$ cat src/source/soc_pkg.sv
// Peripheral register definitions
package soc_pkg;

    // Boot memory depth in 32-bit words
    localparam int BOOT_WORDS = 256;
    localparam int BOOT_ADR_W = $clog2(BOOT_WORDS);

    localparam int NUM_TIMERS  = 3;
    localparam int NUM_IRQ_SRC = 4;

    // Interrupt source positions
    localparam int IRQ_SRC_SOFT   = 0;
    localparam int IRQ_SRC_TIMER0 = 1;

    // Enable bit in the timer control register
    localparam int TMR_CTRL_EN = 0;

    // Timer registers on adr[3:2], timer number on adr[9:8]
    typedef enum logic [1:0] {
        TMR_LOAD  = 2'd0,
        TMR_VALUE = 2'd1,
        TMR_CTRL  = 2'd2,
        TMR_CLEAR = 2'd3
    } timer_reg_e;

    // Interrupt controller registers on adr[5:2]
    typedef enum logic [3:0] {
        IC_IRQ_STATUS  = 4'h0,
        IC_IRQ_RAW     = 4'h1,
        IC_IRQ_EN_SET  = 4'h2,
        IC_IRQ_EN_CLR  = 4'h3,
        IC_FIRQ_STATUS = 4'h4,
        IC_FIRQ_EN_SET = 4'h6,
        IC_FIRQ_EN_CLR = 4'h7,
        IC_SOFT_SET    = 4'h8,
        IC_SOFT_CLR    = 4'h9
    } ic_reg_e;

endpackage

$ cat src/source/wb_pkg.sv
// Wishbone bus definitions
package wb_pkg;

    // Bus widths, 32-bit data only
    localparam int WB_DWIDTH = 32;
    localparam int WB_SWIDTH = 4;
    localparam int WB_AWIDTH = 32;

    // Master to slave request
    typedef struct packed {
        logic [WB_AWIDTH-1:0] adr;
        logic [WB_SWIDTH-1:0] sel;
        logic                 we;
        logic [WB_DWIDTH-1:0] dat;
        logic                 cyc;
        logic                 stb;
    } wb_req_t;

    // Slave to master response
    typedef struct packed {
        logic [WB_DWIDTH-1:0] dat;
        logic                 ack;
        logic                 err;
    } wb_rsp_t;

    typedef enum logic [1:0] {
        SLV_BOOT,
        SLV_TIMER,
        SLV_IC,
        SLV_NONE
    } slave_sel_e;

    typedef enum logic [1:0] {
        ARB_IDLE,
        ARB_M0,
        ARB_M1
    } arb_state_e;

    // Address map, compared with adr[31:24]
    localparam logic [7:0] BOOT_BASE  = 8'h00;
    localparam logic [7:0] TIMER_BASE = 8'h13;
    localparam logic [7:0] IC_BASE    = 8'h14;

endpackage
$ cat src/source/timer_module.sv
// Three-channel down counter
`timescale 1ns/1ps

module timer_module (
    input  logic                            i_clk,
    input  logic                            i_rst,
    input  wb_pkg::wb_req_t                 i_req,
    input  wb_pkg::slave_sel_e              i_sel,
    output wb_pkg::wb_rsp_t                 o_rsp,
    output logic [soc_pkg::NUM_TIMERS-1:0]  o_timer_int
);

    logic [wb_pkg::WB_DWIDTH-1:0] load_q  [soc_pkg::NUM_TIMERS];
    logic [wb_pkg::WB_DWIDTH-1:0] value_q [soc_pkg::NUM_TIMERS];
    logic [soc_pkg::NUM_TIMERS-1:0] en_q;
    logic [soc_pkg::NUM_TIMERS-1:0] flag_q;
    logic [soc_pkg::NUM_TIMERS-1:0] fire;
    logic [1:0]                   tmr_idx;
    soc_pkg::timer_reg_e          reg_sel;
    logic                         access;
    logic                         ack_q;
    logic [wb_pkg::WB_DWIDTH-1:0] rd_data;
    logic [wb_pkg::WB_DWIDTH-1:0] rdata_q;

    assign tmr_idx = i_req.adr[9:8];
    assign reg_sel = soc_pkg::timer_reg_e'(i_req.adr[3:2]);
    assign access  = i_req.cyc && i_req.stb && (i_sel == wb_pkg::SLV_TIMER) && !ack_q;

    // Reload when the count would pass from 1 to 0
    always_comb begin
        for (int t = 0; t < soc_pkg::NUM_TIMERS; t++) begin
            fire[t] = en_q[t] && (value_q[t] <= 1);
        end
    end

    // ------------------------------------------------------------------------
    // Counters and register writes
    // ------------------------------------------------------------------------

    always_ff @(posedge i_clk) begin
        if (i_rst) begin
            en_q   <= '0;
            flag_q <= '0;
            ack_q  <= 1'b0;
            for (int t = 0; t < soc_pkg::NUM_TIMERS; t++) begin
                load_q[t]  <= '0;
                value_q[t] <= '0;
            end
        end else begin
            ack_q <= access;
            for (int t = 0; t < soc_pkg::NUM_TIMERS; t++) begin
                if (fire[t]) begin
                    flag_q[t]  <= 1'b1;
                    value_q[t] <= load_q[t];
                end else if (en_q[t]) begin
                    value_q[t] <= value_q[t] - 1'b1;
                end
                if (access && i_req.we && (tmr_idx == 2'(t))) begin
                    case (reg_sel)
                        soc_pkg::TMR_LOAD: begin
                            load_q[t]  <= i_req.dat;
                            value_q[t] <= i_req.dat;
                        end
                        soc_pkg::TMR_CTRL:  en_q[t] <= i_req.dat[soc_pkg::TMR_CTRL_EN];
                        // A new event in the same cycle is kept
                        soc_pkg::TMR_CLEAR: if (!fire[t]) flag_q[t] <= 1'b0;
                        default: ;
                    endcase
                end
            end
        end
    end

    // ------------------------------------------------------------------------
    // Read data
    // ------------------------------------------------------------------------

    always_comb begin
        rd_data = '0;
        if (tmr_idx < soc_pkg::NUM_TIMERS) begin
            case (reg_sel)
                soc_pkg::TMR_LOAD:  rd_data = load_q[tmr_idx];
                soc_pkg::TMR_VALUE: rd_data = value_q[tmr_idx];
                soc_pkg::TMR_CTRL:  rd_data[soc_pkg::TMR_CTRL_EN] = en_q[tmr_idx];
                soc_pkg::TMR_CLEAR: rd_data[0] = flag_q[tmr_idx];
                default: ;
            endcase
        end
    end

    always_ff @(posedge i_clk) begin
        if (access) begin
            rdata_q <= rd_data;
        end
    end

    assign o_rsp.dat   = rdata_q;
    assign o_rsp.ack   = ack_q;
    assign o_rsp.err   = 1'b0;
    assign o_timer_int = flag_q;

endmodule

$ cat config.mk
export PLATFORM = sky130hd
export DESIGN_NAME = timer_module
export DESIGN_NICKNAME = d
export VERILOG_FILES = /design/src/source/soc_pkg.sv /design/src/source/wb_pkg.sv /design/src/source/timer_module.sv
export SDC_FILE = /design/constraint.sdc
export NUM_CORES = 1
export LEC_CHECK = 0
export BUFFER_PORTS_ARGS = -buffer_cell sky130_fd_sc_hd__clkbuf_2
export CORE_UTILIZATION = 38
export DETAILED_ROUTE_END_ITERATION = 10
export PLACE_DENSITY = 0.6
export SKIP_CTS_REPAIR_TIMING = 1
export SLEW_MARGIN = 20
export SYNTH_ARGS = -nofsm -noshare
export SYNTH_HDL_FRONTEND = slang
export SYNTH_SLANG_ARGS = --single-unit
$ cat constraint.sdc
create_clock -name i_clk -period 3.85 [get_ports i_clk]
set_input_delay 0.385 -clock i_clk [delete_from_list [all_inputs] [get_ports i_clk]]
set_output_delay 0.385 -clock i_clk [all_outputs]
set_load 0.005 [all_outputs]
## Yosys cells after proc, flatten, opt, wreduce, memory -nomap -nowiden

Memories as Yosys holds them, arrays and structs flattened.
Cells that the tools add are included.

- Bits of input ports: 75
- Word-level logic and storage cells: 113
- Output and inout bits: 37
- RAM bits: 192
- Memory bits (read-only): 0
- Register bits: 39
- Bits in latches: 0
- Memories: 2

- Bitwise logic cells: 12
- Shifts and indexed selects: 0
- Add/sub/neg operators: 3
- Multipliers: 0
- Divide/modulo/power cells: 0
- $lt $le $gt $ge: 5
- Equality and inequality tests: 6
- Multiplexer cells: 63
- Reduce and logical (&&, ||, !) cells: 16

Memories:

| name | depth | bits a word | read ports | clocked after Yosys merged registers in | wr ports | RTL line | source |
|---|---|---|---|---|---|---|---|
| load_q | 3 | 32 | 4 | 0 | 3 | timer_module.sv:13 | `logic [wb_pkg::WB_DWIDTH-1:0] load_q [soc_pkg::NUM_TIMERS];` |
| value_q | 3 | 32 | 4 | 0 | 3 | timer_module.sv:14 | `logic [wb_pkg::WB_DWIDTH-1:0] value_q [soc_pkg::NUM_TIMERS];` |

Operator list:

| kind | number |
|---|---|
| 32-bit two-way mux | 12 |
| 32-bit by 1-bit less-or-equal comparator with 1-bit output (second input constant) | 3 |
| 32-bit by 1-bit subtractor with 32-bit output (second input constant) | 3 |
| 31-bit case mux with 2 select lines | 1 |
| 1-bit two-way mux | 47 |
| 1-bit bitwise OR | 12 |
| 1-bit logical AND | 10 |
| 2-bit by 1-bit equality test with 1-bit output (second input constant) | 3 |
| 2-bit equality test (second input constant) | 3 |
| 2-bit AND reduction | 3 |
| 1-bit binary-select mux with 2-bit select | 2 |
| 2-bit zero test | 2 |
| 1-bit case mux with 4 select lines | 1 |
| 2-bit by 3-bit less-than comparator with 1-bit output (second input constant) | 1 |
| 2-bit less-than comparator (second input constant) | 1 |
| 1-bit zero test | 1 |

## Logic depth before layout (Yosys ltp)

- Depth after elaboration: 9
- Depth in mapped cells: 10
- Gate-level depth less buffers: 8

## Worst setup path after synthesis

Ideal clock, no wire load.

- Path kind: input-to-reg
- Start: in i_req[41] in the netlist's numbering
- End: mem value_q[0][0] in the netlist's numbering (enable)
- Data arrival time: 2846 ps
- Path buffers: 1
- Stages: 5
- Required time: 3460 ps
- Setup slack: 614 ps
- Cells stage by stage: nor4b_1 > nand3b_1 > nor3_1 > clkbuf_1 > or3_1

RTL lines:

| item | RTL line | source |
|---|---|---|
| start: declaration | timer_module.sv:7 | `input wb_pkg::wb_req_t i_req,` |
| end: declaration | timer_module.sv:14 |  |

==> results by group <==
Outcome
  – Outcome: finished clean

Setup path
  – CP max stage cell: or4_4
  – Worst reg2reg setup slack: 0.47 ns
  – Critical R2R Launch: value_q[2][26]
  – Critical path type: register to register
  – Crit path DAT: 3.75 ns
  – Cell mode on critical path: or4_4
  – Reg2Reg Capture Point: value_q[1][2]
  – Largest stage delay on the critical path: 0.60 ns
  – Critical Path Source Type: register
  – Crit-path cells: or4_4 -> or4_4 -> nor4_2 -> a41oi_4 -> or2_0 -> o21ai_1
  – CP max FO: 9
  – Critical path data required time: 4.22 ns
  – Reg2Reg Depth: 6
  – CP Capture Type: register

Floorplan
  – Die height: 188 microns
  – Initial Utilization: 0.390
  – # IOs: 112
  – Rows: 67
  – DIE WIDTH: 188 microns
  – Core Footprint: 33,900 sq um
  – DIE AREA: 35,500 sq um

Power
  – Power density cells: 377 nW/um^2
  – Max VDD drop: 0.292 mV
  – P_leak: 5.27 nW

STA
  – Final setup violation count: 0
  – Fmax: 295 MHz
  – Unrepaired setup endpoints after global routing: false
  – Max transition margin: 0.342
  – Crit share post-route: 0.879
  – Final Hold Vio Count: 0
  – Worst slew pin tran: 0.987 ns
  – Setup TNS: 0 ns
  – Final max-slew violation count: 0
  – Final Skew: 0.0103 ns
  – Final min period: 3.38 ns

Layout
  – Area of the multi-input gates: 5940 sq um
  – Fraction of layout cells with a size suffix above 1: 0.134
  – Fin cells: 1,832
  – NumNets Final: 1,446
  – FF/Latch Area: 6870 sq um
  – Number of fill cells: 3,248
  – Antenna diode count: 0
  – Area delta synth->final: 13.5%

Synthesis
  – Most used flip-flop cell after synthesis: edfxtp_1
  – Post-synthesis register bit count: 231
  – Syn Area/Cell: 10.1 sq um
  – Seq/Total Area, Yosys: 0.520
  – Post-Syn Area: 13,200 sq um
  – Yosys cell types: 64
  – Syn nets: 1,387
  – Post-synth EDFFs: 224
  – Ys Warns: 0
  – Post-synthesis cell count: 1,306
  – Synth async-reset ratio: 0

Routing
  – Residual DRC count: 0
  – Routed Antenna Nets: 0
  – Vias after detailed routing: 10,700
  – Post-DR wirelength/cell: 21.7 microns
  – 1st-iter DRT viols: 1,033
  – Vias per std cell: 5.83
  – Total wire length: 39,800 microns
  – Drt pass-1 iters: 5

Placement
  – Placed Cells: 1,785
  – PortBufs: 78
  – Placer congestion estimate: 0.891
  – Detailed Place HPWL: 27,700 microns

CTS
  – Clock Tree Buf Depth: 3
  – Skew-Pair Late Insertion Delay: 0.53 ns
  – Total CTS buffers: 26
  – TritonCTS Sinks: 231
  – H-tree depth: 1
  – CTS Root Cell: clkbuf_16
  – Clock slew at reported path FFs: 0.06 ns
  – CTS tree: done

Global route
  – Antenna violations before repair: 0
  – Gr ovfl total: 0
  – Global-route wire length before repair: 61,200 microns
  – Vias in the first global route: 10,100
  – Pin count of the biggest net entering global routing: 86
  – Gr usage total: 0.223

Flow run
  – Max-cap viol count: 0

Min path
  – Worst Hold Class: primary input to register
  – Hold Crit Endpoint: o_timer_int[1]
  – Hold depth: 2
  – HP Start: i_rst
==> cell usage in the layout, fill, tap and decap left out, types with 34 or more instances in the layout <==
master	Yosys	final
edfxtp_1	224	224
nor2_1	152	150
nand2_1	127	127
clkbuf_2	0	76
a21oi_1	75	74
mux2i_1	71	71
nand3_1	65	65
o21ai_0	43	43
xor2_1	40	40
buf_4	4	40
xnor2_1	38	38
nor4_1	37	37
and2_1	34	34
==> report_power, final <==
part           switching, mW  internal, mW
Combinational          0.285         0.144
Sequential            0.0730          2.82
Clock                  0.999          1.33
==> Yosys cell counts (all sizes together) (2+ instances only) <==
cell     instances  share of area
a21o             3         0.0017
a311oi           2         0.0013
ha               6         0.0057
nor2b           17         0.0081
or3             15         0.0071
mux2i           71          0.054
or4             17          0.010
dfxtp            7          0.011
o41ai            2         0.0013
nand4b           2         0.0013
edfxtp         224           0.51
a2bb2oi          3         0.0020
o21bai           2         0.0011
or2              5         0.0024
and2            34          0.016
xor2            40          0.027
a31oi           29          0.014
o211ai           6         0.0038
nor3b            3         0.0017
nand3b           5         0.0028
nand3           65          0.025
buf             14         0.0060
a21oi           76          0.029
clkbuf          75          0.021
a211oi          31          0.018
o21ai           57          0.022
nand2          127          0.036
nor4            38          0.018
nor2           152          0.043
and3             5         0.0024
a31o             2         0.0013
o31ai            4         0.0023
xnor2           38          0.025
o221ai          15          0.014
nand4           11         0.0052
nor3            34          0.013
inv             21         0.0060
nand2b          12         0.0057
a221o           21          0.016
==> critical path, delay by kind of cell (launching register included) <==
kind	cells	cell delay, ns
flops	1	0.45
compound gates	2	0.51
simple gates	4	2.26
==> through the flow <==
step	hold WS (ns)	power (mW)	setup WS, ns	area [sq um]	util
floorplan	0.470	3.19	0.614	13200	-
global placement	0.482	3.36	0.535	14200	0.419
detailed placement	0.497	3.37	0.507	14200	0.419
CTS	0.108	5.68	0.488	15000	0.443
global route	0.125	5.82	0.371	15000	0.443
finish	0.123	5.66	0.466	15000	0.443
==> area by class of cell <==
cell class,count,area share
clock buffer,31,0.0461
clock inverter,16,0.00634
inverter,21,0.00526
multi-input combinational,965,0.396
sequential,231,0.458
tap,448,0.0374
timing repair buffer,120,0.0507
==> how the worst max path moves through the flow <==
stage | slack, ns | startpoint | depth (start not counted) | to
2_1_floorplan | 0.61 | i_req[41] | 5 | value_q[0][0]
3_3_place_gp | 0.54 | value_q[0][0] | 8 | value_q[0][7]
3_5_place_dp | 0.51 | value_q[0][0] | 8 | value_q[0][7]
4_1_cts | 0.49 | value_q[0][0] | 8 | value_q[0][7]
5_1_grt | 0.37 | value_q[2][26] | 6 | value_q[1][11]
6_report | 0.47 | value_q[2][26] | 6 | value_q[1][2]
==> flip-flops by register name, indices dropped and copies added, names as in the netlist <==
name	flops
en_q	3
rdata_q	32
load_q	96
ack_q	1
value_q	96
o_timer_int	3
==> routing by layer <==
layer	global-route usage	vias to the layer above	wire (microns)
met4	0.0627	0	915
met5	0	-	0
li1	-	4992	-
met1	0.323	5147	17800
met3	0.0285	68	3190
met2	0.351	468	17900
==> cell families after synthesis <==
family	synth area share
other	0.000284
muxes	0.0538
xor gates and xnor gates	0.0517
buffers and inverters	0.0333
AOI/OAI and AO/OA	0.133
DFF	0.520
and+or+nand+nor	0.203
adders and majority gates	0.00568
Power figures use the tool's default switching activity.
