==> config.mk <==
export PLATFORM = sky130hd
export DESIGN_NAME = wb_arbiter
export DESIGN_NICKNAME = d
export VERILOG_FILES = /design/src/source/wb_pkg.sv /design/src/source/wb_arbiter.sv
export SDC_FILE = /design/constraint.sdc
export NUM_CORES = 1
export LEC_CHECK = 0
export BUFFER_PORTS_ARGS = -buffer_cell sky130_fd_sc_hd__buf_2
export CAP_MARGIN = 40
export CORE_AREA = 3 3 148 150
export CTS_CLUSTER_DIAMETER = 40
export DETAILED_ROUTE_END_ITERATION = 7
export DIE_AREA = 0 0 151 153
export PLACE_DENSITY_LB_ADDON = 0.3
export SLEW_MARGIN = 20
export SYNTH_ARGS = -nofsm -noshare
export SYNTH_HDL_FRONTEND = slang
export SYNTH_SLANG_ARGS = --single-unit
==> constraint.sdc <==
create_clock -name i_clk -period 2.5 [get_ports i_clk]
set_clock_uncertainty 0.2 [all_clocks]
set_input_delay 0.25 -clock i_clk [delete_from_list [all_inputs] [get_ports i_clk]]
set_output_delay 0.25 -clock i_clk [all_outputs]
set_load 0.01 [all_outputs]
==> src/source/wb_pkg.sv <==
// Wishbone bus definitions
package wb_pkg;

    // Bus widths, 32-bit data only
    localparam int WB_DWIDTH = 32;
    localparam int WB_SWIDTH = 4;
    localparam int WB_AWIDTH = 32;

    // Master to slave request
    typedef struct packed {
        logic [WB_AWIDTH-1:0] adr;
        logic [WB_SWIDTH-1:0] sel;
        logic                 we;
        logic [WB_DWIDTH-1:0] dat;
        logic                 cyc;
        logic                 stb;
    } wb_req_t;

    // Slave to master response
    typedef struct packed {
        logic [WB_DWIDTH-1:0] dat;
        logic                 ack;
        logic                 err;
    } wb_rsp_t;

    typedef enum logic [1:0] {
        SLV_BOOT,
        SLV_TIMER,
        SLV_IC,
        SLV_NONE
    } slave_sel_e;

    typedef enum logic [1:0] {
        ARB_IDLE,
        ARB_M0,
        ARB_M1
    } arb_state_e;

    // Address map, compared with adr[31:24]
    localparam logic [7:0] BOOT_BASE  = 8'h00;
    localparam logic [7:0] TIMER_BASE = 8'h13;
    localparam logic [7:0] IC_BASE    = 8'h14;

endpackage
==> src/source/wb_arbiter.sv <==
// Two-master Wishbone arbiter
`timescale 1ns/1ps

module wb_arbiter (
    input  logic                i_clk,
    input  logic                i_rst,

    // Master 0, Ethernet DMA position
    input  wb_pkg::wb_req_t     i_m0_req,
    output wb_pkg::wb_rsp_t     o_m0_rsp,

    // Master 1, processor position
    input  wb_pkg::wb_req_t     i_m1_req,
    output wb_pkg::wb_rsp_t     o_m1_rsp,

    // Shared slave side
    output wb_pkg::wb_req_t     o_slv_req,
    output wb_pkg::slave_sel_e  o_slv_sel,
    input  wb_pkg::wb_rsp_t     i_boot_rsp,
    input  wb_pkg::wb_rsp_t     i_timer_rsp,
    input  wb_pkg::wb_rsp_t     i_ic_rsp
);

    wb_pkg::arb_state_e state_q;
    wb_pkg::arb_state_e state_d;
    wb_pkg::wb_rsp_t    slv_rsp;
    logic               err_q;

    // ------------------------------------------------------------------------
    // Grant state machine
    // ------------------------------------------------------------------------

    // Master 0 wins a tie, grant holds until the owner drops cyc
    always_comb begin
        state_d = state_q;
        case (state_q)
            wb_pkg::ARB_IDLE: begin
                if (i_m0_req.cyc) begin
                    state_d = wb_pkg::ARB_M0;
                end else if (i_m1_req.cyc) begin
                    state_d = wb_pkg::ARB_M1;
                end
            end
            wb_pkg::ARB_M0: begin
                if (!i_m0_req.cyc) begin
                    state_d = wb_pkg::ARB_IDLE;
                end
            end
            wb_pkg::ARB_M1: begin
                if (!i_m1_req.cyc) begin
                    state_d = wb_pkg::ARB_IDLE;
                end
            end
            default: state_d = wb_pkg::ARB_IDLE;
        endcase
    end

    always_ff @(posedge i_clk) begin
        if (i_rst) begin
            state_q <= wb_pkg::ARB_IDLE;
        end else begin
            state_q <= state_d;
        end
    end

    // ------------------------------------------------------------------------
    // Request routing and address decode
    // ------------------------------------------------------------------------

    always_comb begin
        case (state_q)
            wb_pkg::ARB_M0: o_slv_req = i_m0_req;
            wb_pkg::ARB_M1: o_slv_req = i_m1_req;
            default:        o_slv_req = '0;
        endcase
    end

    always_comb begin
        case (o_slv_req.adr[31:24])
            wb_pkg::BOOT_BASE:  o_slv_sel = wb_pkg::SLV_BOOT;
            wb_pkg::TIMER_BASE: o_slv_sel = wb_pkg::SLV_TIMER;
            wb_pkg::IC_BASE:    o_slv_sel = wb_pkg::SLV_IC;
            default:            o_slv_sel = wb_pkg::SLV_NONE;
        endcase
    end

    // Unmapped access answers with a one-cycle err pulse
    always_ff @(posedge i_clk) begin
        if (i_rst) begin
            err_q <= 1'b0;
        end else begin
            err_q <= o_slv_req.cyc && o_slv_req.stb &&
                     (o_slv_sel == wb_pkg::SLV_NONE) && !err_q;
        end
    end

    // ------------------------------------------------------------------------
    // Response routing
    // ------------------------------------------------------------------------

    always_comb begin
        slv_rsp = '0;
        case (o_slv_sel)
            wb_pkg::SLV_BOOT:  slv_rsp = i_boot_rsp;
            wb_pkg::SLV_TIMER: slv_rsp = i_timer_rsp;
            wb_pkg::SLV_IC:    slv_rsp = i_ic_rsp;
            default:           slv_rsp.err = err_q;
        endcase
    end

    // Only the granted master sees the response
    assign o_m0_rsp = (state_q == wb_pkg::ARB_M0) ? slv_rsp : '0;
    assign o_m1_rsp = (state_q == wb_pkg::ARB_M1) ? slv_rsp : '0;

endmodule

After elaboration in Yosys (flattened, before gate mapping)
Cells that the tools add are included.
{"block": "totals", "ff_bits": 3, "output_inout_bits": 141, "elab_cells": 31}
{"block": "op_classes", "n_eq_ne": 10, "mux": 11, "n_reduce_logical": 8}
{"cell": "71-bit case mux with 2 select lines", "n": 1}
{"cell": "33-bit case mux with 3 select lines", "n": 1}
{"cell": "34-bit two-way mux", "n": 2}
{"cell": "8-bit by 5-bit equality test with 1-bit output, second input constant", "n": 2}
{"cell": "2-bit case mux with 3 select lines", "n": 2}
{"cell": "8-bit logical NOT", "n": 1}
{"cell": "2-bit two-way mux", "n": 4}
{"cell": "2-bit equality test, second input constant", "n": 3}
{"cell": "2-bit by 1-bit equality test with 1-bit output, second input constant", "n": 2}
{"cell": "2-bit logical NOT", "n": 2}
{"cell": "2-bit != test, second input constant", "n": 2}
{"cell": "1-bit logical AND", "n": 3}
{"cell": "3-bit != test, second input constant", "n": 1}
{"cell": "1-bit case mux with 3 select lines", "n": 1}
{"cell": "3-bit AND reduction", "n": 1}
{"cell": "1-bit logical NOT", "n": 1}

Logic depth before layout (Yosys ltp)
Gate-level depths: netlist of run 1.
{"block": "depth", "ltp_word": 7, "depth_mapped": 9, "mapped_depth_nobuf": 7}

Least setup slack after synthesis of run 1
OpenSTA, ideal clock, no wires.
{"block": "synth_path", "path_type": "register to output", "startpoint": "reg state_q[0]", "endpoint": "out o_m0_rsp[0] in the netlist's numbering", "t_arrival_ns": 2.137, "required_ns": 2.050, "path_slack_ns": -0.087, "stages_incl_launch_ff": 10, "cell_sequence": "dfxtp_1 -> inv_1 -> ha_1 -> buf_2 -> a22oi_2 -> a21boi_2 -> nor4_4 -> buf_6 -> nand2_1 -> a311oi_1"}
{"item": "start: declaration", "line_no": "wb_arbiter.sv:24", "text": "wb_pkg::arb_state_e state_q;"}
{"item": "start signal: assignment", "line_no": "wb_arbiter.sv:60", "text": "state_q <= wb_pkg::ARB_IDLE;"}
{"item": "start signal: assignment", "line_no": "wb_arbiter.sv:62", "text": "state_q <= state_d;"}
{"item": "end: declaration", "line_no": "wb_arbiter.sv:10", "text": "output wb_pkg::wb_rsp_t o_m0_rsp,"}

==> metrics, run 1 <==
worst setup path class=flop to output port; vias in the first global route=4,060; Layout area overhead=144.7%; fin. max-slew vios=0; Fin Hold WS=0.03371 ns; unique cell type count in the Yosys netlist=29; Leak Pwr=2.659 nW; slowest stage delay, CP=0.37 ns; clk root buf=clkbuf_16; measured slew at the worst slew-check pin=slightly above 0.5 ns; antenna violations before repair=3; Syn Nets=574; latest clock arrival within the worst-skew pair=0.22 ns; Ports=387; Rel. slew slack=between 60% and 70%; commonest non-fill, non-tap cell in the layout=buf_2; Hold-fix buffers, CTS=0; failing checks=negative setup slack; first-pass GRT wire length=21.66 mm; DR vias=approximately 4.3k; WP data required=2.05 ns; # rows=53; CTS tree=built; peak supply drop=0.1146 mV; Detailed Route WL=15.96 mm; Worst setup SP type=flop; Top delay family on crit path=buffers and inverters; most frequent cells in the layout=385 x buf_2, 71 x nor2b_1, 62 x a22oi_1, 62 x nor2_1, 43 x buf_4; post-DR wirelength/cell=15.65 um; Post-Syn Instances=325; CP arrival=2.51 ns; Initial Util=just over 10%; fmax=337.6 MHz; HP Class=primary input to flop; Fin. Hold Viols=0; CP max-delay cell=dfxtp_4; RSZ-0062 raised after global routing=yes; PnR worst setup slack=-0.4617 ns; I/O Buffers=386; Max-Cap Viols=0; first drt pass iteration count=5; Power Density=around 320 nW/um2; Die W=151 um; GR Overflow Total=0; H-tree levels=1; mapped cell area=2127 um2; TritonCTS Buffers=3; total negative slack=-28.41 ns; nets=between 900 and 1k; register area share after synthesis=under 10%; die area=23,100 um2; Detail Route Antenna Nets=0; Final setup violation count=70; placed inst area=4598 um2; fin crit period=2.962 ns; Mean Syn Cell Area=6.545 um2; dpl hpwl=12.58 mm; antenna cells=0; Yosys reg bits=3; GPL Wtd Cong=0.8338; GRT Util Overall=roughly an eighth; post-DR vias/cell=4.262; maximum clock insertion buffer count=2; crit-path max FO=8; critical path cell sequence=inv_4 -> ha_4 -> buf_6 -> a22oi_2 -> a21boi_2 -> buf_6 -> nor4_4 -> buf_4 -> buf_12 -> buf_8 -> a222oi_1 -> buf_4 -> nor2_1 -> buf_2; design area=5205 um2; Final period util=118.5%; status=complete, but fails checks; share of layout cells above drive strength 1=approximately 66%; Syn. warnings=0; worst path buffer plus inverter count=8; die height=153 um; Residual DRC=0; core box area=20,820 um2; largest net degree at the start of global routing=a little under 60; endpoint class of the critical path=output port; iteration-0 DRC count of the detailed router=roughly 370; clock slew at reported path FFs=0.03 ns; CTS Sinks=3
[power by group]
part	switching, mW	internal, mW
combinational	0.651	0.690
clock	0.0428	0.210
sequential	0.00621	0.0520
total	0.700	0.952
[final cells by class]
class | count | area [um2]
Inverter | 9 | 38.79
Clock buffer | 4 | 78.83
Tap cell | 275 | 344.1
Fill cell | 2345 | 15620
Sequential cell | 3 | 67.56
Multi-Input combinational cell | 274 | 1977
Timing Repair Buffer | 455 | 2699
[through the flow]
step	cells	power (mW)	setup slack (ns)	utilization [%]
3_5_place_dp	982	1.277	-0.3280	22.08
5_1_grt	1020	1.783	-0.6260	25.00
4_1_cts	1001	1.612	-0.4255	23.60
6_report	1020	1.653	-0.4617	25.00
2_1_floorplan	325	0.7116	0.008820	-
3_3_place_gp	982	1.283	-0.2916	22.08
[cells in the mapped netlist]
cell type   n  area [um2]
a22oi_2     4       50.05
a21o_1      1       7.510
or3b_1      1       8.760
nor4_4      3       63.81
a21oi_1     1       5.000
ha_1        3       37.54
nor3_1      2       10.01
nand3b_1    2       15.01
buf_2       9       45.04
a22oi_1    67       503.0
nand2b_1    1       6.260
o21ai_0     2       10.01
nor2b_1    71       444.2
buf_6       2       22.52
a211oi_1    2       15.01
nor4bb_1    1       10.01
a21boi_2    3       33.78
buf_1       2       7.510
a222oi_1   33       330.3
inv_1       7       26.28
a32oi_1     1       8.760
clkbuf_1   26       97.59
dfxtp_1     3       60.06
clkinv_1    2       7.510
nor2_1     69       259.0
o22ai_1     1       6.260
a21boi_1    1       7.510
a311oi_1    2       17.52
nand2_1     3       11.26
[final timing paths]
| kind | startpoint | endpoint | slack, ns | cells past startpoint |
|---|---|---|---|---|
| max reg2reg | state_q[1] | err_q | 0.09 | 10 |
| max | state_q[1] | o_m1_rsp[2] | -0.46 | 14 |
| min | i_rst | state_q[1] | 0.03 | 2 |
| min reg2reg | err_q | err_q | 0.33 | 2 |
[sequential cells by signal (all words and copies together), names as in the netlist]
name,flops
state_q,2
err_q,1
[timing repair]
action	4_1_cts	5_1_grt
pin swaps	16	20
buffers inserted	14	18
gates cloned	1	4
resized for setup	25	22
setup endpoints to repair	73	70
[per-layer routing]
metal | wire, um | global-route usage (%) | up-vias
met2 | 8455 | 23.12 | 267
met3 | 1524 | 2.490 | 19
li1 | - | - | 2084
met5 | 28 | 0 | -
met1 | 5772 | 12.73 | 1971
met4 | 178 | 1.986 | 6
[kinds of logic after synthesis]
logic type / synth area share [%]
simple gates: 38.94
compound gates: 46.76
buf+inv: 9.706
fa+ha+maj: 1.765
flops: 2.824
No activity file was read; power rests on OpenSTA's default activity.
==> run 2: changes to the inputs <==
--- a/config.mk
+++ b/config.mk
@@ -7,7 +7,7 @@
 export LEC_CHECK = 0
 export BUFFER_PORTS_ARGS = -buffer_cell sky130_fd_sc_hd__buf_2
 export CAP_MARGIN = 40
-export CORE_AREA = 3 3 148 150
+export CORE_AREA = 5 5 146 148
 export CTS_CLUSTER_DIAMETER = 40
 export DETAILED_ROUTE_END_ITERATION = 7
 export DIE_AREA = 0 0 151 153
==> metrics, run 2 (same netlist as run 1, synthesis figures left out) <==
largest net degree at the start of global routing=54 (-6.9%); Layout fillers=2,215 (-5.5%); fin. max-slew vios=0 (unchanged); fmax=332.0 MHz (-1.7%); Place WS=-0.3846 ns (-0.05659 ns); most frequent cells in the layout=384 x buf_2, 71 x nor2b_1, 66 x nor2_1; H-tree levels=1 (unchanged); fin crit period=3.012 ns (+0.05012 ns); Initial Util=10.68% (+0.47 points); top flop regs=state_q: 2 flops, err_q: 1 flops; Detail Route Antenna Nets=0 (unchanged); nets=995 (unchanged); share of layout cells above drive strength 1=66.04% (-0.40 points); area of the multi-input gates=2017 um2 (+2.0%); TritonCTS Buffers=3 (unchanged); Largest register FFs=2 (unchanged); Fin. Hold Viols=0 (unchanged); total negative slack=-27.73 ns (+0.6852 ns); Top reg by flops=state_q; peak supply drop=0.1356 mV (+18%); CTS Sinks=3 (unchanged); DR vias=4,290 (-1.3%); Fin Hold WS=0.05279 ns (+0.01908 ns); latest clock arrival within the worst-skew pair=0.22 ns (about the same); endpoint class of the critical path=output port; Residual DRC=0 (unchanged); measured slew at the worst slew-check pin=0.4342 ns (-0.07851 ns); die area=23,100 um2 (unchanged); Leak Pwr=2.671 nW (+0.45%); post-layout util=26.18% (+1.2 points); Die W=151 um (unchanged); Register Area=67.56 um2 (unchanged); Final period util=120.5% (+2.0 points); WP data required=2.05 ns (about the same); vias in the first global route=4,348 (+7.1%); GRT Util Overall=12.80% (+1.1 points); antenna violations before repair=2 (-1); post-DR wirelength/cell=16.57 um (+5.9%); dpl hpwl=13.01 mm (+3.4%); CTS tree=built; clk root buf=clkbuf_16; worst reg2reg path depth=13 (+3); Power Density=332.9 nW/um2 (+4.9%); commonest non-fill, non-tap cell in the layout=buf_2; crit-path max FO=8 (unchanged); worst setup path class=flop to output port; Worst setup SP type=flop; Detailed Route WL=16.84 mm (+5.5%); # rows=52 (-1.9%); status=complete, but fails checks; HP Class=primary input to flop; core box area=19,910 um2 (-4.4%); GR Overflow Total=0 (unchanged); PnR worst setup slack=-0.5119 ns (-0.05012 ns); Layout area overhead=145.0%; Ports=387 (unchanged); die height=153 um (unchanged); clock slew at reported path FFs=0.03 ns (about the same); CP arrival=2.56 ns (+0.05 ns); RSZ-0062 raised after global routing=yes; first drt pass iteration count=6 (+1); post-DR vias/cell=4.222 (-0.92%); I/O Buffers=386 (unchanged); Rel. slew slack=71.05% (+5.2 points); Worst Hold Path Cells=2 (unchanged); Max-Cap Viols=0 (unchanged); Tot Pwr=1.735 mW (+5.0%); first-pass GRT wire length=23.56 mm (+8.8%); maximum clock insertion buffer count=2 (unchanged); iteration-0 DRC count of the detailed router=305 (-17%); GPL Wtd Cong=0.7967 (-4.4%); failing checks=negative setup slack; Final setup violation count=70 (unchanged)
run 2: power breakdown:
group          total, mW  internal [mW]  switching, mW
Clock              0.256          0.211         0.0455
Combinational       1.42          0.737          0.684
Sequential        0.0579         0.0520        0.00589
Total               1.74           1.00          0.736
run 2: critical path: stages (launching register included):
cell      delay, ns
dfxtp_4        0.37
inv_4          0.05
ha_4           0.19
buf_6          0.14
a22oi_2        0.20
nand3b_1       0.15
buf_4          0.17
nor4_4         0.28
buf_6          0.21
buf_12         0.13
a222oi_1       0.08
buf_4          0.15
nor2_2         0.08
buf_2          0.13
run 2: per-layer routing:
layer  vias up  GRT usage [%]  wire length, um
li1       2086              -                -
met3        12          2.991             1562
met4         2          2.029              121
met1      1938          13.80             6118
met5         -              0               13
met2       252          25.22             9025
run 2: final timing paths:
kind | startpoint | to | slack [ns]
worst min-delay path | i_rst | state_q[1] | 0.05
worst max register to register | state_q[1] | err_q | 0.01
worst max-delay path | state_q[1] | o_m1_rsp[28] | -0.51
worst min register to register | err_q | err_q | 0.33
run 2: area by class of cell:
class | instances | share of cell area, %
well taps | 270 | 6.483
inverters | 9 | 0.7443
flip-flops and latches | 3 | 1.297
diodes | 1 | 0.04802
repair buffers | 455 | 51.21
multi-input cells | 274 | 38.70
clock buffers | 4 | 1.513
run 2: metrics by stage:
step           cells  cell area [um2]
2_1_floorplan    325             2151
3_3_place_gp     981             4609
3_5_place_dp     981             4609
4_1_cts         1006             5062
5_1_grt         1016             5211
6_report        1016             5211
run 2: repair_timing:
| action | in CTS | in global routing |
|---|---|---|
| gates cloned | 4 | 1 |
| setup endpoints to repair | 71 | 73 |
| pin swaps | 23 | 25 |
| endpoints found under the hold margin | 0 | 0 |
| gates resized for setup | 34 | 22 |
| setup buffers | 18 | 12 |
| hold buffers | 0 | 0 |
==> run 3: changes to the inputs <==
--- a/config.mk
+++ b/config.mk
@@ -7,12 +7,13 @@
 export LEC_CHECK = 0
 export BUFFER_PORTS_ARGS = -buffer_cell sky130_fd_sc_hd__buf_2
 export CAP_MARGIN = 40
-export CORE_AREA = 5 5 146 148
+export CORE_AREA = 5 5 148 150
 export CTS_CLUSTER_DIAMETER = 40
 export DETAILED_ROUTE_END_ITERATION = 7
-export DIE_AREA = 0 0 151 153
+export DIE_AREA = 0 0 153 155
 export PLACE_DENSITY_LB_ADDON = 0.3
 export SLEW_MARGIN = 20
 export SYNTH_ARGS = -nofsm -noshare
 export SYNTH_HDL_FRONTEND = slang
 export SYNTH_SLANG_ARGS = --single-unit
+export TNS_END_PERCENT = 1
==> constraint.sdc (replaced) <==
create_clock -name i_clk -period 3.8 [get_ports i_clk]
set_clock_uncertainty 0.2 [all_clocks]
set_input_delay 0.38 -clock i_clk [delete_from_list [all_inputs] [get_ports i_clk]]
set_output_delay 0.38 -clock i_clk [all_outputs]
set_load 0.01 [all_outputs]
==> metrics, run 3 (same netlist as run 1, synthesis figures left out) <==
HP Class=primary input to flop; crit-path max FO=34 (+26); commonest non-fill, non-tap cell in the layout=buf_2; post-DR vias/cell=4.299 (+1.8%); Max-Cap Viols=0 (unchanged); CP max-delay cell=ha_2; post-layout util=21.42% (-4.8 points); Metal-1 WL=5.976 mm (-2.3%); Detail Route Antenna Nets=0 (unchanged); worst setup path class=flop to output port; top flop regs=state_q: 2 flops, err_q: 1 flops; die area=23,720 um2 (+2.6%); cts repair resizes=0 (-100%); Die W=153 um (+1.3%); Leak Pwr=2.289 nW (-14%); met3 routed WL=1.462 mm (-6.4%); Setup Buffers After CTS=0 (-18); CP arrival=2.78 ns (+0.22 ns); CTS Sinks=3 (unchanged); Largest register FFs=2 (unchanged); nets=936 (-5.9%); metal2 WL=7.655 mm (-15%); Final period util=88.38%; Detailed Route WL=15.17 mm (-9.9%); Power Density=213.7 nW/um2 (-36%); Fin. Hold Viols=0 (unchanged); core box area=20,560 um2 (+3.3%); Ports=387 (unchanged); # rows=53 (+1.9%); Rel. slew slack=66.03% (-5.0 points); Place WS=0.6501 ns (+1.035 ns); share of layout cells above drive strength 1=60.06% (-6.0 points); antenna cells=0 (-1); RSZ-0062 raised after global routing=no; total negative slack=0 ns (+27.73 ns); clock slew at reported path FFs=0.03 ns (about the same); Top reg by flops=state_q; Final setup violation count=0 (-100%); antenna violations before repair=1 (-1); reg-to-reg endpoint=err_q; worst path buffer plus inverter count=3 (-4); post-DR wirelength/cell=15.78 um (-4.8%); latest clock arrival within the worst-skew pair=0.22 ns (about the same); Residual DRC=0 (unchanged); design area=4404 um2 (-15%); first-pass GRT wire length=21.91 mm (-7.0%); Hold-fix buffers, CTS=0 (unchanged); max layer used=met5; GR Overflow Total=0 (unchanged); measured slew at the worst slew-check pin=0.5095 ns (+0.07532 ns); slowest stage delay, CP=0.55 ns (+0.18 ns); Tot Pwr=0.9414 mW (-46%); fin. max-slew vios=0 (unchanged); Worst Hold Path Cells=2 (unchanged); maximum clock insertion buffer count=2 (unchanged); Initial Util=10.35% (-0.34 points); WP data required=3.22 ns (+1.17 ns); Hold Path Sink=state_q[0]; placed inst area=4325 um2 (-6.2%); GPL Wtd Cong=0.8837 (+11%); clk root buf=clkbuf_16; first drt pass iteration count=8 (+2); fin crit period=3.359 ns; RR Startpoint=state_q[0]; die height=155 um (+1.3%); CTS tree=built; H-tree levels=1 (unchanged); critical path cell sequence=inv_1 -> ha_2 -> a21boi_2 -> nor4_4 -> buf_4 -> a222oi_1 -> nor2_1 -> buf_2; GRT Util Overall=11.19% (-1.6 points); Worst setup SP type=flop; peak supply drop=0.1477 mV (+8.9%); status=finished, final reports clean; DR vias=4,131 (-3.7%); Top delay family on crit path=compound AO/OA/AOI/OAI gates; most frequent cells in the layout=386 x buf_2, 71 x nor2b_1, 69 x nor2_1; worst reg2reg path depth=7 (-6); Layout area overhead=107.1%; Reg2Reg Setup Slack=1.30 ns (+1.29 ns); vias in the first global route=3,945 (-9.3%); iteration-0 DRC count of the detailed router=372 (+22%); PnR worst setup slack=0.4415 ns (+0.9533 ns); fmax=roughly 300 MHz; hold path startpoint=i_rst; endpoint class of the critical path=output port; largest net degree at the start of global routing=55 (+1.9%); I/O Buffers=386 (unchanged); dpl hpwl=12.73 mm (-2.1%); TritonCTS Buffers=3 (unchanged)
==> run 3: layout make-up <==
class                           count  area (um2)
Clock buffer                        4       78.83
Inverter                            9       33.78
Sequential cell                     3       60.06
Tap cell                          275       344.1
Multi-Input combinational cell    274        1868
Timing Repair Buffer              396        2019
Fill cell                        2368       16150
==> run 3: stage by stage <==
step | cells | hold slack, ns
3_3_place_gp | 957 | 0.3215
6_report | 961 | 0.1551
2_1_floorplan | 325 | 0.2524
5_1_grt | 961 | 0.1542
4_1_cts | 961 | 0.1541
3_5_place_dp | 957 | 0.3261
==> run 3: metal layers <==
metal	GRT usage [%]	vias to the layer above
met1	13.76	1920
met5	0	-
met3	3.282	6
met2	20.32	238
li1	-	1965
met4	0.6788	2
==> run 3: worst max-delay path by stage <==
stage                     from      endpoint  slack, ns  cells after the start
floorplan           state_q[0]   o_m0_rsp[0]       1.08                      9
global placement    state_q[0]  o_m1_rsp[29]       0.69                      8
detailed placement  state_q[0]  o_m1_rsp[29]       0.65                      8
CTS                 state_q[0]  o_m1_rsp[29]       0.40                      8
global route        state_q[1]   o_m0_rsp[6]       0.20                      8
finish              state_q[0]  o_m0_rsp[33]       0.44                      8
==> run 3: where the power goes <==
group          internal [mW]  switching, mW  leakage, nW
clock                  0.138         0.0287       0.0382
sequential            0.0340        0.00188       0.0245
combinational          0.343          0.395         2.23
total                  0.516          0.426         2.29
